### config.mk
export PLATFORM = sky130hd
export DESIGN_NAME = dot_top
export DESIGN_NICKNAME = d
export VERILOG_FILES = /design/src/rtl/dp_regs_pkg.sv /design/src/rtl/dp_cfg_pkg.sv /design/src/rtl/dot_top.sv /design/src/rtl/result_status.sv /design/src/rtl/dot_execute.sv /design/src/rtl/wb_decode.sv /design/src/rtl/vector_loader.sv /design/src/rtl/operand_bram.sv
export SDC_FILE = /design/constraint.sdc
export NUM_CORES = 1
export LEC_CHECK = 0
export BUFFER_PORTS_ARGS = -buffer_cell sky130_fd_sc_hd__clkbuf_2
export CELL_PAD_IN_SITES_DETAIL_PLACEMENT = 1
export CELL_PAD_IN_SITES_GLOBAL_PLACEMENT = 1
export CORE_AREA = 2 2 238 240
export CTS_CLUSTER_DIAMETER = 50
export DETAILED_ROUTE_END_ITERATION = 6
export DIE_AREA = 0 0 240 242
export PLACE_DENSITY_LB_ADDON = 0.1
export RECOVER_POWER = 25
export SLEW_MARGIN = 10
export SYNTH_ARGS = -nofsm -noshare
export SYNTH_HDL_FRONTEND = slang
export SYNTH_SLANG_ARGS = --single-unit
export TNS_END_PERCENT = 1
### constraint.sdc
create_clock -name clk -period 16.4 [get_ports clk]
set_input_delay 1.64 -clock clk [delete_from_list [all_inputs] [get_ports clk]]
set_output_delay 1.64 -clock clk [all_outputs]
set_load 0.01 [all_outputs]
### src/rtl/dp_regs_pkg.sv
package dp_regs_pkg;

  //////////////////////////////
  // Wishbone widths
  //////////////////////////////

  localparam int wb_adr_width = 6;   // Word address.
  localparam int wb_dat_width = 32;

  typedef logic [wb_adr_width-1:0] wb_adr_t;
  typedef logic [wb_dat_width-1:0] wb_dat_t;

  //////////////////////////////
  // Register map
  //////////////////////////////

  localparam wb_adr_t reg_ctrl   = 6'd0;   // Bit 0 starts a run.
  localparam wb_adr_t reg_status = 6'd1;   // Read only.
  localparam wb_adr_t reg_result = 6'd2;   // Sign-extended sum.
  localparam wb_adr_t reg_runs   = 6'd3;   // Zero-extended run count.

  // Operand regions, 16 words each.
  localparam wb_adr_t base_a = 6'd16;
  localparam wb_adr_t base_b = 6'd32;

  // Status bits.
  localparam int status_busy_bit = 0;
  localparam int status_done_bit = 1;

  typedef logic [7:0] runs_t;

endpackage

### src/rtl/dp_cfg_pkg.sv
package dp_cfg_pkg;

  //////////////////////////////
  // Sizes
  //////////////////////////////

  localparam int data_width = 8;   // Element width.
  localparam int vec_len    = 16;  // Elements per vector.
  localparam int addr_width = 4;   // Operand RAM address width.
  localparam int acc_width  = 24;  // Wide enough for 16 full-scale products.

  //////////////////////////////
  // Arithmetic types
  //////////////////////////////

  // One operand element.
  typedef logic signed [data_width-1:0] elem_t;

  // Running and final sum.
  typedef logic signed [acc_width-1:0] acc_t;

  // Operand RAM address.
  typedef logic [addr_width-1:0] addr_t;

  // One extra bit so a counter can reach vec_len.
  typedef logic [addr_width:0] idx_t;

endpackage
### src/rtl/dot_top.sv
`timescale 1ns/100ps

module dot_top (
  input  logic                 clk,
  input  logic                 rst_n,
  input  logic                 wb_cyc,
  input  logic                 wb_stb,
  input  logic                 wb_we,
  input  dp_regs_pkg::wb_adr_t wb_adr,
  input  dp_regs_pkg::wb_dat_t wb_dat_w,
  output dp_regs_pkg::wb_dat_t wb_dat_r,
  output logic                 wb_ack
);

  // Host write side.
  logic               wr_en_a, wr_en_b;
  dp_cfg_pkg::addr_t  wr_addr;
  dp_cfg_pkg::elem_t  wr_data;
  logic               start;

  // Loader side.
  logic               rd_en_a, rd_en_b;
  dp_cfg_pkg::addr_t  rd_addr_a, rd_addr_b;
  dp_cfg_pkg::elem_t  rd_data_a, rd_data_b;
  logic               a_loaded, b_loaded;
  dp_cfg_pkg::elem_t  vec_a [0:dp_cfg_pkg::vec_len-1];
  dp_cfg_pkg::elem_t  vec_b [0:dp_cfg_pkg::vec_len-1];

  // Compute and status.
  logic               exec_done;
  dp_cfg_pkg::acc_t   sum;
  logic               busy, done;
  dp_cfg_pkg::acc_t   result;
  dp_regs_pkg::runs_t runs;

  //////////////////////////////
  // Operand storage, loading
  //////////////////////////////

  operand_bram u_bram_a (
    .clk(clk), .wr_en(wr_en_a), .wr_addr(wr_addr), .wr_data(wr_data),
    .rd_en(rd_en_a), .rd_addr(rd_addr_a), .rd_data(rd_data_a)
  );

  operand_bram u_bram_b (
    .clk(clk), .wr_en(wr_en_b), .wr_addr(wr_addr), .wr_data(wr_data),
    .rd_en(rd_en_b), .rd_addr(rd_addr_b), .rd_data(rd_data_b)
  );

  vector_loader u_load_a (
    .clk(clk), .rst_n(rst_n), .start(start), .rd_en(rd_en_a), .rd_addr(rd_addr_a),
    .rd_data(rd_data_a), .loaded(a_loaded), .vec(vec_a)
  );

  vector_loader u_load_b (
    .clk(clk), .rst_n(rst_n), .start(start), .rd_en(rd_en_b), .rd_addr(rd_addr_b),
    .rd_data(rd_data_b), .loaded(b_loaded), .vec(vec_b)
  );

  //////////////////////////////
  // Bus, compute, status
  //////////////////////////////

  wb_decode u_decode (
    .clk(clk), .rst_n(rst_n), .wb_cyc(wb_cyc), .wb_stb(wb_stb), .wb_we(wb_we),
    .wb_adr(wb_adr), .wb_dat_w(wb_dat_w), .wb_dat_r(wb_dat_r), .wb_ack(wb_ack),
    .busy(busy), .done(done), .result(result), .runs(runs),
    .wr_en_a(wr_en_a), .wr_en_b(wr_en_b), .wr_addr(wr_addr), .wr_data(wr_data),
    .start(start)
  );

  dot_execute u_execute (
    .clk(clk), .rst_n(rst_n), .a_loaded(a_loaded), .b_loaded(b_loaded),
    .vec_a(vec_a), .vec_b(vec_b), .exec_done(exec_done), .sum(sum)
  );

  result_status u_result (
    .clk(clk), .rst_n(rst_n), .start(start), .exec_done(exec_done), .sum(sum),
    .busy(busy), .done(done), .result(result), .runs(runs)
  );

endmodule

### src/rtl/result_status.sv
`timescale 1ns/100ps

module result_status (
  input  logic               clk,
  input  logic               rst_n,
  input  logic               start,
  input  logic               exec_done,
  input  dp_cfg_pkg::acc_t   sum,
  output logic               busy,
  output logic               done,
  output dp_cfg_pkg::acc_t   result,
  output dp_regs_pkg::runs_t runs
);

  //////////////////////////////
  // Status flags
  //////////////////////////////

  // Busy spans start to exec_done; done is sticky until the next start.
  always_ff @(posedge clk) begin
    if (!rst_n) begin
      busy <= 1'b0;
      done <= 1'b0;
    end else if (start) begin
      busy <= 1'b1;
      done <= 1'b0;
    end else if (exec_done) begin
      busy <= 1'b0;
      done <= 1'b1;
    end
  end

  // Result and run count, both updated at completion.
  always_ff @(posedge clk) begin
    if (!rst_n) begin
      result <= '0;
      runs   <= '0;
    end else if (exec_done) begin
      result <= sum;
      runs   <= runs + 1'b1;   // Wraps at 255.
    end
  end

endmodule

### src/rtl/dot_execute.sv
`timescale 1ns/100ps

module dot_execute (
  input  logic              clk,
  input  logic              rst_n,
  input  logic              a_loaded,
  input  logic              b_loaded,
  input  dp_cfg_pkg::elem_t vec_a [0:dp_cfg_pkg::vec_len-1],
  input  dp_cfg_pkg::elem_t vec_b [0:dp_cfg_pkg::vec_len-1],
  output logic              exec_done,
  output dp_cfg_pkg::acc_t  sum
);

  logic                                       active;
  dp_cfg_pkg::idx_t                           idx;
  dp_cfg_pkg::addr_t                          sel;
  logic signed [2*dp_cfg_pkg::data_width-1:0] prod;
  dp_cfg_pkg::acc_t                           acc;

  //////////////////////////////
  // Element select, product
  //////////////////////////////

  assign sel  = idx[dp_cfg_pkg::addr_width-1:0];
  assign prod = vec_a[sel] * vec_b[sel];   // Signed 8 x 8.

  //////////////////////////////
  // Sequencer
  //////////////////////////////

  // Launch only when both arrays land together.
  always_ff @(posedge clk) begin
    if (!rst_n) begin
      active    <= 1'b0;
      idx       <= '0;
      exec_done <= 1'b0;
    end else begin
      exec_done <= 1'b0;
      if (a_loaded && b_loaded) begin
        active <= 1'b1;
        idx    <= '0;
      end else if (active) begin
        idx <= idx + 1'b1;
        if (idx == dp_cfg_pkg::idx_t'(dp_cfg_pkg::vec_len - 1)) begin
          active    <= 1'b0;
          exec_done <= 1'b1;   // Last term added.
        end
      end
    end
  end

  // Accumulator, one term per active cycle.
  always_ff @(posedge clk) begin
    if (a_loaded && b_loaded) begin
      acc <= '0;
    end else if (active) begin
      acc <= acc + dp_cfg_pkg::acc_t'(prod);
    end
  end

  assign sum = acc;

endmodule

### src/rtl/wb_decode.sv
`timescale 1ns/100ps

module wb_decode (
  input  logic                 clk,
  input  logic                 rst_n,
  input  logic                 wb_cyc,
  input  logic                 wb_stb,
  input  logic                 wb_we,
  input  dp_regs_pkg::wb_adr_t wb_adr,
  input  dp_regs_pkg::wb_dat_t wb_dat_w,
  output dp_regs_pkg::wb_dat_t wb_dat_r,
  output logic                 wb_ack,
  input  logic                 busy,
  input  logic                 done,
  input  dp_cfg_pkg::acc_t     result,
  input  dp_regs_pkg::runs_t   runs,
  output logic                 wr_en_a,
  output logic                 wr_en_b,
  output dp_cfg_pkg::addr_t    wr_addr,
  output dp_cfg_pkg::elem_t    wr_data,
  output logic                 start
);

  localparam int sign_bits = dp_regs_pkg::wb_dat_width - dp_cfg_pkg::acc_width;

  logic                 req;
  logic                 wr_ok;     // Write request the core may take.
  logic                 in_a;
  logic                 in_b;
  dp_regs_pkg::wb_dat_t rd_mux;

  // New request, not the cycle already being acknowledged.
  assign req   = wb_cyc && wb_stb && !wb_ack;
  assign wr_ok = req && wb_we && !busy;

  // Region select from the upper address bits.
  assign in_a = wb_adr[dp_regs_pkg::wb_adr_width-1:dp_cfg_pkg::addr_width] ==
                (dp_regs_pkg::base_a >> dp_cfg_pkg::addr_width);
  assign in_b = wb_adr[dp_regs_pkg::wb_adr_width-1:dp_cfg_pkg::addr_width] ==
                (dp_regs_pkg::base_b >> dp_cfg_pkg::addr_width);

  //////////////////////////////
  // Handshake and control
  //////////////////////////////

  always_ff @(posedge clk) begin
    if (!rst_n) begin
      wb_ack  <= 1'b0;
      wr_en_a <= 1'b0;
      wr_en_b <= 1'b0;
      start   <= 1'b0;
    end else begin
      wb_ack  <= req;                          // One cycle, one cycle late.
      wr_en_a <= wr_ok && in_a;
      wr_en_b <= wr_ok && in_b;
      start   <= wr_ok && (wb_adr == dp_regs_pkg::reg_ctrl) && wb_dat_w[0];
    end
  end

  // Operand payload, used with the enables above.
  always_ff @(posedge clk) begin
    wr_addr <= wb_adr[dp_cfg_pkg::addr_width-1:0];
    wr_data <= dp_cfg_pkg::elem_t'(wb_dat_w[dp_cfg_pkg::data_width-1:0]);
  end

  //////////////////////////////
  // Read data
  //////////////////////////////

  always_comb begin
    rd_mux = '0;  // Unmapped reads return zero.
    case (wb_adr)
      dp_regs_pkg::reg_status: begin
        rd_mux[dp_regs_pkg::status_busy_bit] = busy;
        rd_mux[dp_regs_pkg::status_done_bit] = done;
      end
      dp_regs_pkg::reg_result: rd_mux = {{sign_bits{result[dp_cfg_pkg::acc_width-1]}}, result};
      dp_regs_pkg::reg_runs:   rd_mux = dp_regs_pkg::wb_dat_t'(runs);
      default:                 rd_mux = '0;
    endcase
  end

  always_ff @(posedge clk) begin
    if (req) begin
      wb_dat_r <= rd_mux;   // Valid in the ack cycle.
    end
  end

endmodule

### src/rtl/vector_loader.sv
`timescale 1ns/100ps

module vector_loader (
  input  logic              clk,
  input  logic              rst_n,
  input  logic              start,
  output logic              rd_en,
  output dp_cfg_pkg::addr_t rd_addr,
  input  dp_cfg_pkg::elem_t rd_data,
  output logic              loaded,
  output dp_cfg_pkg::elem_t vec [0:dp_cfg_pkg::vec_len-1]
);

  logic              running;
  dp_cfg_pkg::addr_t addr_cnt;
  logic              valid_q1;
  logic              valid_q2;
  dp_cfg_pkg::addr_t idx_q1;
  dp_cfg_pkg::addr_t idx_q2;

  //////////////////////////////
  // Address issue
  //////////////////////////////

  // One address per cycle for vec_len cycles after start.
  always_ff @(posedge clk) begin
    if (!rst_n) begin
      running  <= 1'b0;
      addr_cnt <= '0;
    end else if (start) begin
      running  <= 1'b1;
      addr_cnt <= '0;
    end else if (running) begin
      addr_cnt <= addr_cnt + 1'b1;
      if (addr_cnt == dp_cfg_pkg::addr_t'(dp_cfg_pkg::vec_len - 1)) begin
        running <= 1'b0;  // Last address issued.
      end
    end
  end

  assign rd_en   = running;
  assign rd_addr = addr_cnt;

  //////////////////////////////
  // Latency alignment
  //////////////////////////////

  // Valid and index follow the RAM's two read stages.
  always_ff @(posedge clk) begin
    if (!rst_n) begin
      valid_q1 <= 1'b0;
      valid_q2 <= 1'b0;
    end else begin
      valid_q1 <= rd_en;
      valid_q2 <= valid_q1;
    end
  end

  always_ff @(posedge clk) begin
    idx_q1 <= rd_addr;
    idx_q2 <= idx_q1;
  end

  // Each slot takes the returning word only when its index comes back.
  for (genvar i = 0; i < dp_cfg_pkg::vec_len; i++) begin : g_slot
    always_ff @(posedge clk) begin
      if (!rst_n) begin
        vec[i] <= '0;
      end else if (valid_q2 && (idx_q2 == dp_cfg_pkg::addr_t'(i))) begin
        vec[i] <= rd_data;
      end
    end
  end

  // Pulse once the last element is in.
  always_ff @(posedge clk) begin
    if (!rst_n) begin
      loaded <= 1'b0;
    end else begin
      loaded <= valid_q2 &&
                (idx_q2 == dp_cfg_pkg::addr_t'(dp_cfg_pkg::vec_len - 1));
    end
  end

endmodule

### src/rtl/operand_bram.sv
`timescale 1ns/100ps

module operand_bram (
  input  logic              clk,
  input  logic              wr_en,
  input  dp_cfg_pkg::addr_t wr_addr,
  input  dp_cfg_pkg::elem_t wr_data,
  input  logic              rd_en,
  input  dp_cfg_pkg::addr_t rd_addr,
  output dp_cfg_pkg::elem_t rd_data
);

  dp_cfg_pkg::elem_t mem [0:dp_cfg_pkg::vec_len-1];
  dp_cfg_pkg::elem_t rd_q;      // Registered array read.
  logic              rd_en_q;

  // Write port.
  always_ff @(posedge clk) begin
    if (wr_en) begin
      mem[wr_addr] <= wr_data;
    end
  end

  //////////////////////////////
  // Read path, two cycles
  //////////////////////////////

  always_ff @(posedge clk) begin
    if (rd_en) begin
      rd_q <= mem[rd_addr];   // First stage.
    end
    rd_en_q <= rd_en;
  end

  // Output register follows the first stage one cycle later.
  always_ff @(posedge clk) begin
    if (rd_en_q) begin
      rd_data <= rd_q;
    end
  end

endmodule

==> results_dict.tcl <==
set metrics [dict create \
    areaGrowthSynthToFinish_pct 10.29 \
    hpwl_um 47760 \
    grt_pass1_wl_um 115300 \
    antenna_found_initial 0 \
    violations "capacitance limit, slew limit" \
    hold_viol_final 0 \
    power_density_nw_per_um2 110.5 \
    rows 87 \
    start_util 0.5642 \
    antenna_left 0 \
    crit_type "reg -> reg" \
    yosysSeqAreaShare 0.5342 \
    postCtsSetupBuffers 0 \
    die_area_sq_um 58080 \
    insertion_delay_ps 620 \
    cp_slowest_cell "and2_1" \
    grt_max_degree 127 \
    crit_chain "buf_4 > mux4_2 > nor2b_1 > a211oi_1 > a21oi_2 > and2_1 > fa_1 > fa_1 > fa_1 > fa_1 > ha_1 > ha_1 > o211ai_1 > o21ai_1 > nand2_1 > o311ai_1 > a41oi_2 > xnor2_1 > a21oi_1" \
    ys_types 56 \
    via_count 17740 \
    fmax_mhz 124.0 \
    cap_violations 2 \
    peakVddDrop_v 0.0001217 \
    critPathMaxStageDelay_ps 820 \
    ys_ff_latch 683 \
    core_area_sq_um 55730 \
    tightestPinTransition_ps 2951 \
    synth_flop_cell "dfxtp_1" \
    slew_violations 74 \
    arrival_ps 8530 \
    status "finished, violations left" \
    cts_made_buffers 76 \
    fp.dieH_um 242 \
    cts_buffer_depth 3 \
    postCtsHoldBufs 0 \
    pin_count 76 \
    overflow 0 \
    drt_iter0_drc 1080 \
    place_congestion 0.8163 \
    met2_usage 0.4588 \
    num-nets-final 2500 \
    path_clk_slew_ps 60 \
    slew_headroom -0.9676 \
    n_antenna_cell 0 \
    drive_above_1_share 0.1566 \
    whs_ps 328.6 \
    drc_errors 0 \
    grt_usage 0.2600 \
    hold_class "reg -> reg" \
    grt_pass1_vias 19720 \
    p_leak_nw 12.41 \
    finalInstanceArea_sq_um 34680 \
    synthesis.nets 2481 \
    min_period_ps 8066 \
    path_buf_inv 1 \
    syn_inst 2275 \
    ys_async_sr_fraction 0 \
    syn_area_sq_um 31440 \
    power_mw 3.831 \
    critPathMostFrequentCell "fa_1" \
    syn_avg_cell_area_sq_um 13.82 \
    htreeDepth 3 \
    critical_path_required_ps 16860 \
    crit_fanout 39 \
    met3_usage 0.03350 \
    grt_setup_unrepaired "no" \
    grt_use_met1 0.3333 \
    grt.busiest_layer "met2" \
    crit_family "adder cells" \
    wl_per_cell_um 23.68 \
    cts_tree "built" \
    io_buffers 51 \
    drt-total-wl_um 73560 \
    clockRootBuffer "clkbuf_16" \
    die_w_um 240 \
    cts_resized 0 \
    ys.warnings.count 0 \
    period_share 0.4918 \
    crit_path_start_kind "flip-flop" \
    setup_violations 0 \
    viasPerCell 5.712 \
    fin_tns_setup_ps 0 \
    finClkSkew_ps 38.05 \
    synth-edff-count 312 \
    cts.sinks 683 \
    firstDrtPassIters 5 \
    cp-end-kind "flip-flop" \
    placed_area_sq_um 32220 \
]
==> worst reg2reg max path, stage by stage, from the launching register on <==
cell and delay (ps):
dfxtp_4 730, buf_4 810, mux4_2 370, nor2b_1 290
a211oi_1 150, a21oi_2 430, and2_1 820, fa_1 580
fa_1 510, fa_1 580, fa_1 430, ha_1 290
ha_1 410, o211ai_1 160, o21ai_1 260, nand2_1 160
o311ai_1 500, a41oi_2 200, xnor2_1 190, a21oi_1 80
==> layout by cell type (no fill, tap or decap), drive strengths merged, types with 2 or more instances in the layout <==
cell / netlist / final
dfxtp: 371 / 371
mux2i: 324 / 324
edfxtp: 312 / 312
nor2b: 301 / 301
clkbuf: 84 / 155
nor2: 149 / 149
mux4: 144 / 144
fa: 104 / 104
inv: 93 / 102
ha: 59 / 59
nand2: 48 / 48
and2: 32 / 32
a21oi: 30 / 30
xnor2: 27 / 27
nand2b: 24 / 24
buf: 44 / 17
mux2: 15 / 15
o21ai: 14 / 14
clkinv: 0 / 14
xor2: 10 / 10
a211oi: 9 / 9
nand3: 9 / 9
nand4: 8 / 8
bufinv: 0 / 7
o21a: 6 / 6
or3: 6 / 6
nor3b: 6 / 6
nand3b: 5 / 5
or2: 4 / 4
a21boi: 4 / 4
a21o: 4 / 4
nor3: 3 / 3
o31ai: 3 / 3
nor4: 2 / 2
a22oi: 2 / 2
o21bai: 2 / 2
and3: 2 / 2
o211ai: 2 / 2
a221oi: 2 / 2
a31oi: 2 / 2
==> power by group <==
| group | switching, mW | leakage [nW] | internal [mW] | total, mW |
|---|---|---|---|---|
| logic | 0.148 | 5.38 | 0.120 | 0.268 |
| clock network | 0.683 | 1.22 | 1.01 | 1.69 |
| registers | 0.0599 | 5.82 | 1.81 | 1.87 |
==> cells by family (layout without fill, tap and decap cells) <==
family,Yosys count,after routing,synth area share
and+or+nand+nor,601,601,0.1041
AOI/OAI and AO/OA,87,87,0.02029
xor gates and xnor gates,37,37,0.01031
buffers and inverters,221,296,0.02969
adders and majority gates,163,163,0.08969
DFF,683,683,0.5342
muxes,483,483,0.2118
==> metrics by stage <==
stage	instances	worst slack, ps	util
3_5_place_dp	2972	8279	0.5781
2_1_floorplan	2275	9448	-
5_1_grt	3106	7758	0.6222
4_1_cts	3106	8211	0.6224
3_3_place_gp	2972	8284	0.5781
6_report	3106	8334	0.6222
==> final timing paths <==
path	start	to	slack (ps)	cells past startpoint
worst max register to register	u_execute.idx[0]$_SDFFE_PP0P_	u_execute.sum[23]$_SDFFE_PP0P_	8330	19
worst min register to register	u_load_b.idx_q1[2]$_DFF_P_	u_load_b.idx_q2[2]$_DFF_P_	330	0
worst min-delay path	u_load_b.idx_q1[2]$_DFF_P_	u_load_b.idx_q2[2]$_DFF_P_	330	0
worst max-delay path	u_execute.idx[0]$_SDFFE_PP0P_	u_execute.sum[23]$_SDFFE_PP0P_	8330	19
==> Yosys cell counts (all sizes together) (2+ instances only) <==
library cell / number / area share
a211oi: 9 / 0.0021
a21boi: 4 / 0.00096
a21o: 4 / 0.00096
a21oi: 30 / 0.0072
a221oi: 2 / 0.00056
a22oi: 2 / 0.00048
a31oi: 2 / 0.00040
and2: 32 / 0.0064
and3: 2 / 0.00040
buf: 44 / 0.0086
clkbuf: 84 / 0.010
dfxtp: 371 / 0.24
edfxtp: 312 / 0.30
fa: 104 / 0.066
ha: 59 / 0.023
inv: 93 / 0.011
mux2: 15 / 0.0055
mux2i: 324 / 0.10
mux4: 144 / 0.10
nand2: 48 / 0.0057
nand2b: 24 / 0.0048
nand3: 9 / 0.0014
nand3b: 5 / 0.0012
nand4: 8 / 0.0016
nor2: 149 / 0.018
nor2b: 301 / 0.060
nor3: 3 / 0.00048
nor3b: 6 / 0.0014
nor4: 2 / 0.00040
o211ai: 2 / 0.00048
o21a: 6 / 0.0014
o21ai: 14 / 0.0022
o21bai: 2 / 0.00048
o31ai: 3 / 0.00072
or2: 4 / 0.00080
or3: 6 / 0.0012
xnor2: 27 / 0.0075
xor2: 10 / 0.0028
==> sequential cells by signal, summed over array words and instances (netlist names), 4 cells and up <==
signal             flops
u_load_b.rd_addr       4
u_load_a.idx_q2        4
u_decode.wr_data       8
u_load_a.idx_q1        4
u_decode.wr_addr       4
u_load_a.rd_addr       4
u_bram_b.mem         128
u_execute.sum         24
u_load_b.idx_q1        4
u_bram_b.rd_q          8
u_execute.idx          5
u_load_b.idx_q2        4
u_load_b.vec         128
u_bram_b.rd_data       8
u_result.runs          8
u_bram_a.rd_data       8
u_result.result       24
u_load_a.vec         128
u_decode.wb_dat_r     24
u_bram_a.rd_q          8
u_bram_a.mem         128
==> per-layer routing <==
layer / share of wire / vias up
met3: 0.028 / 141
met2: 0.52 / 315
li1: - / 8088
met4: 0.028 / 0
met5: 0 / -
met1: 0.43 / 9198
==> final cells by class <==
class                      count  area, sq um
timing repair buffer          69        382.9
sequential                   683        16810
clock buffer                 103         2097
clock inverter                31        372.9
fill                        5142        21060
multi-input combinational   1371        13720
tap                          756        945.9
inverter                      93        349.1
Note: power is estimated with default switching activity, not from simulation.
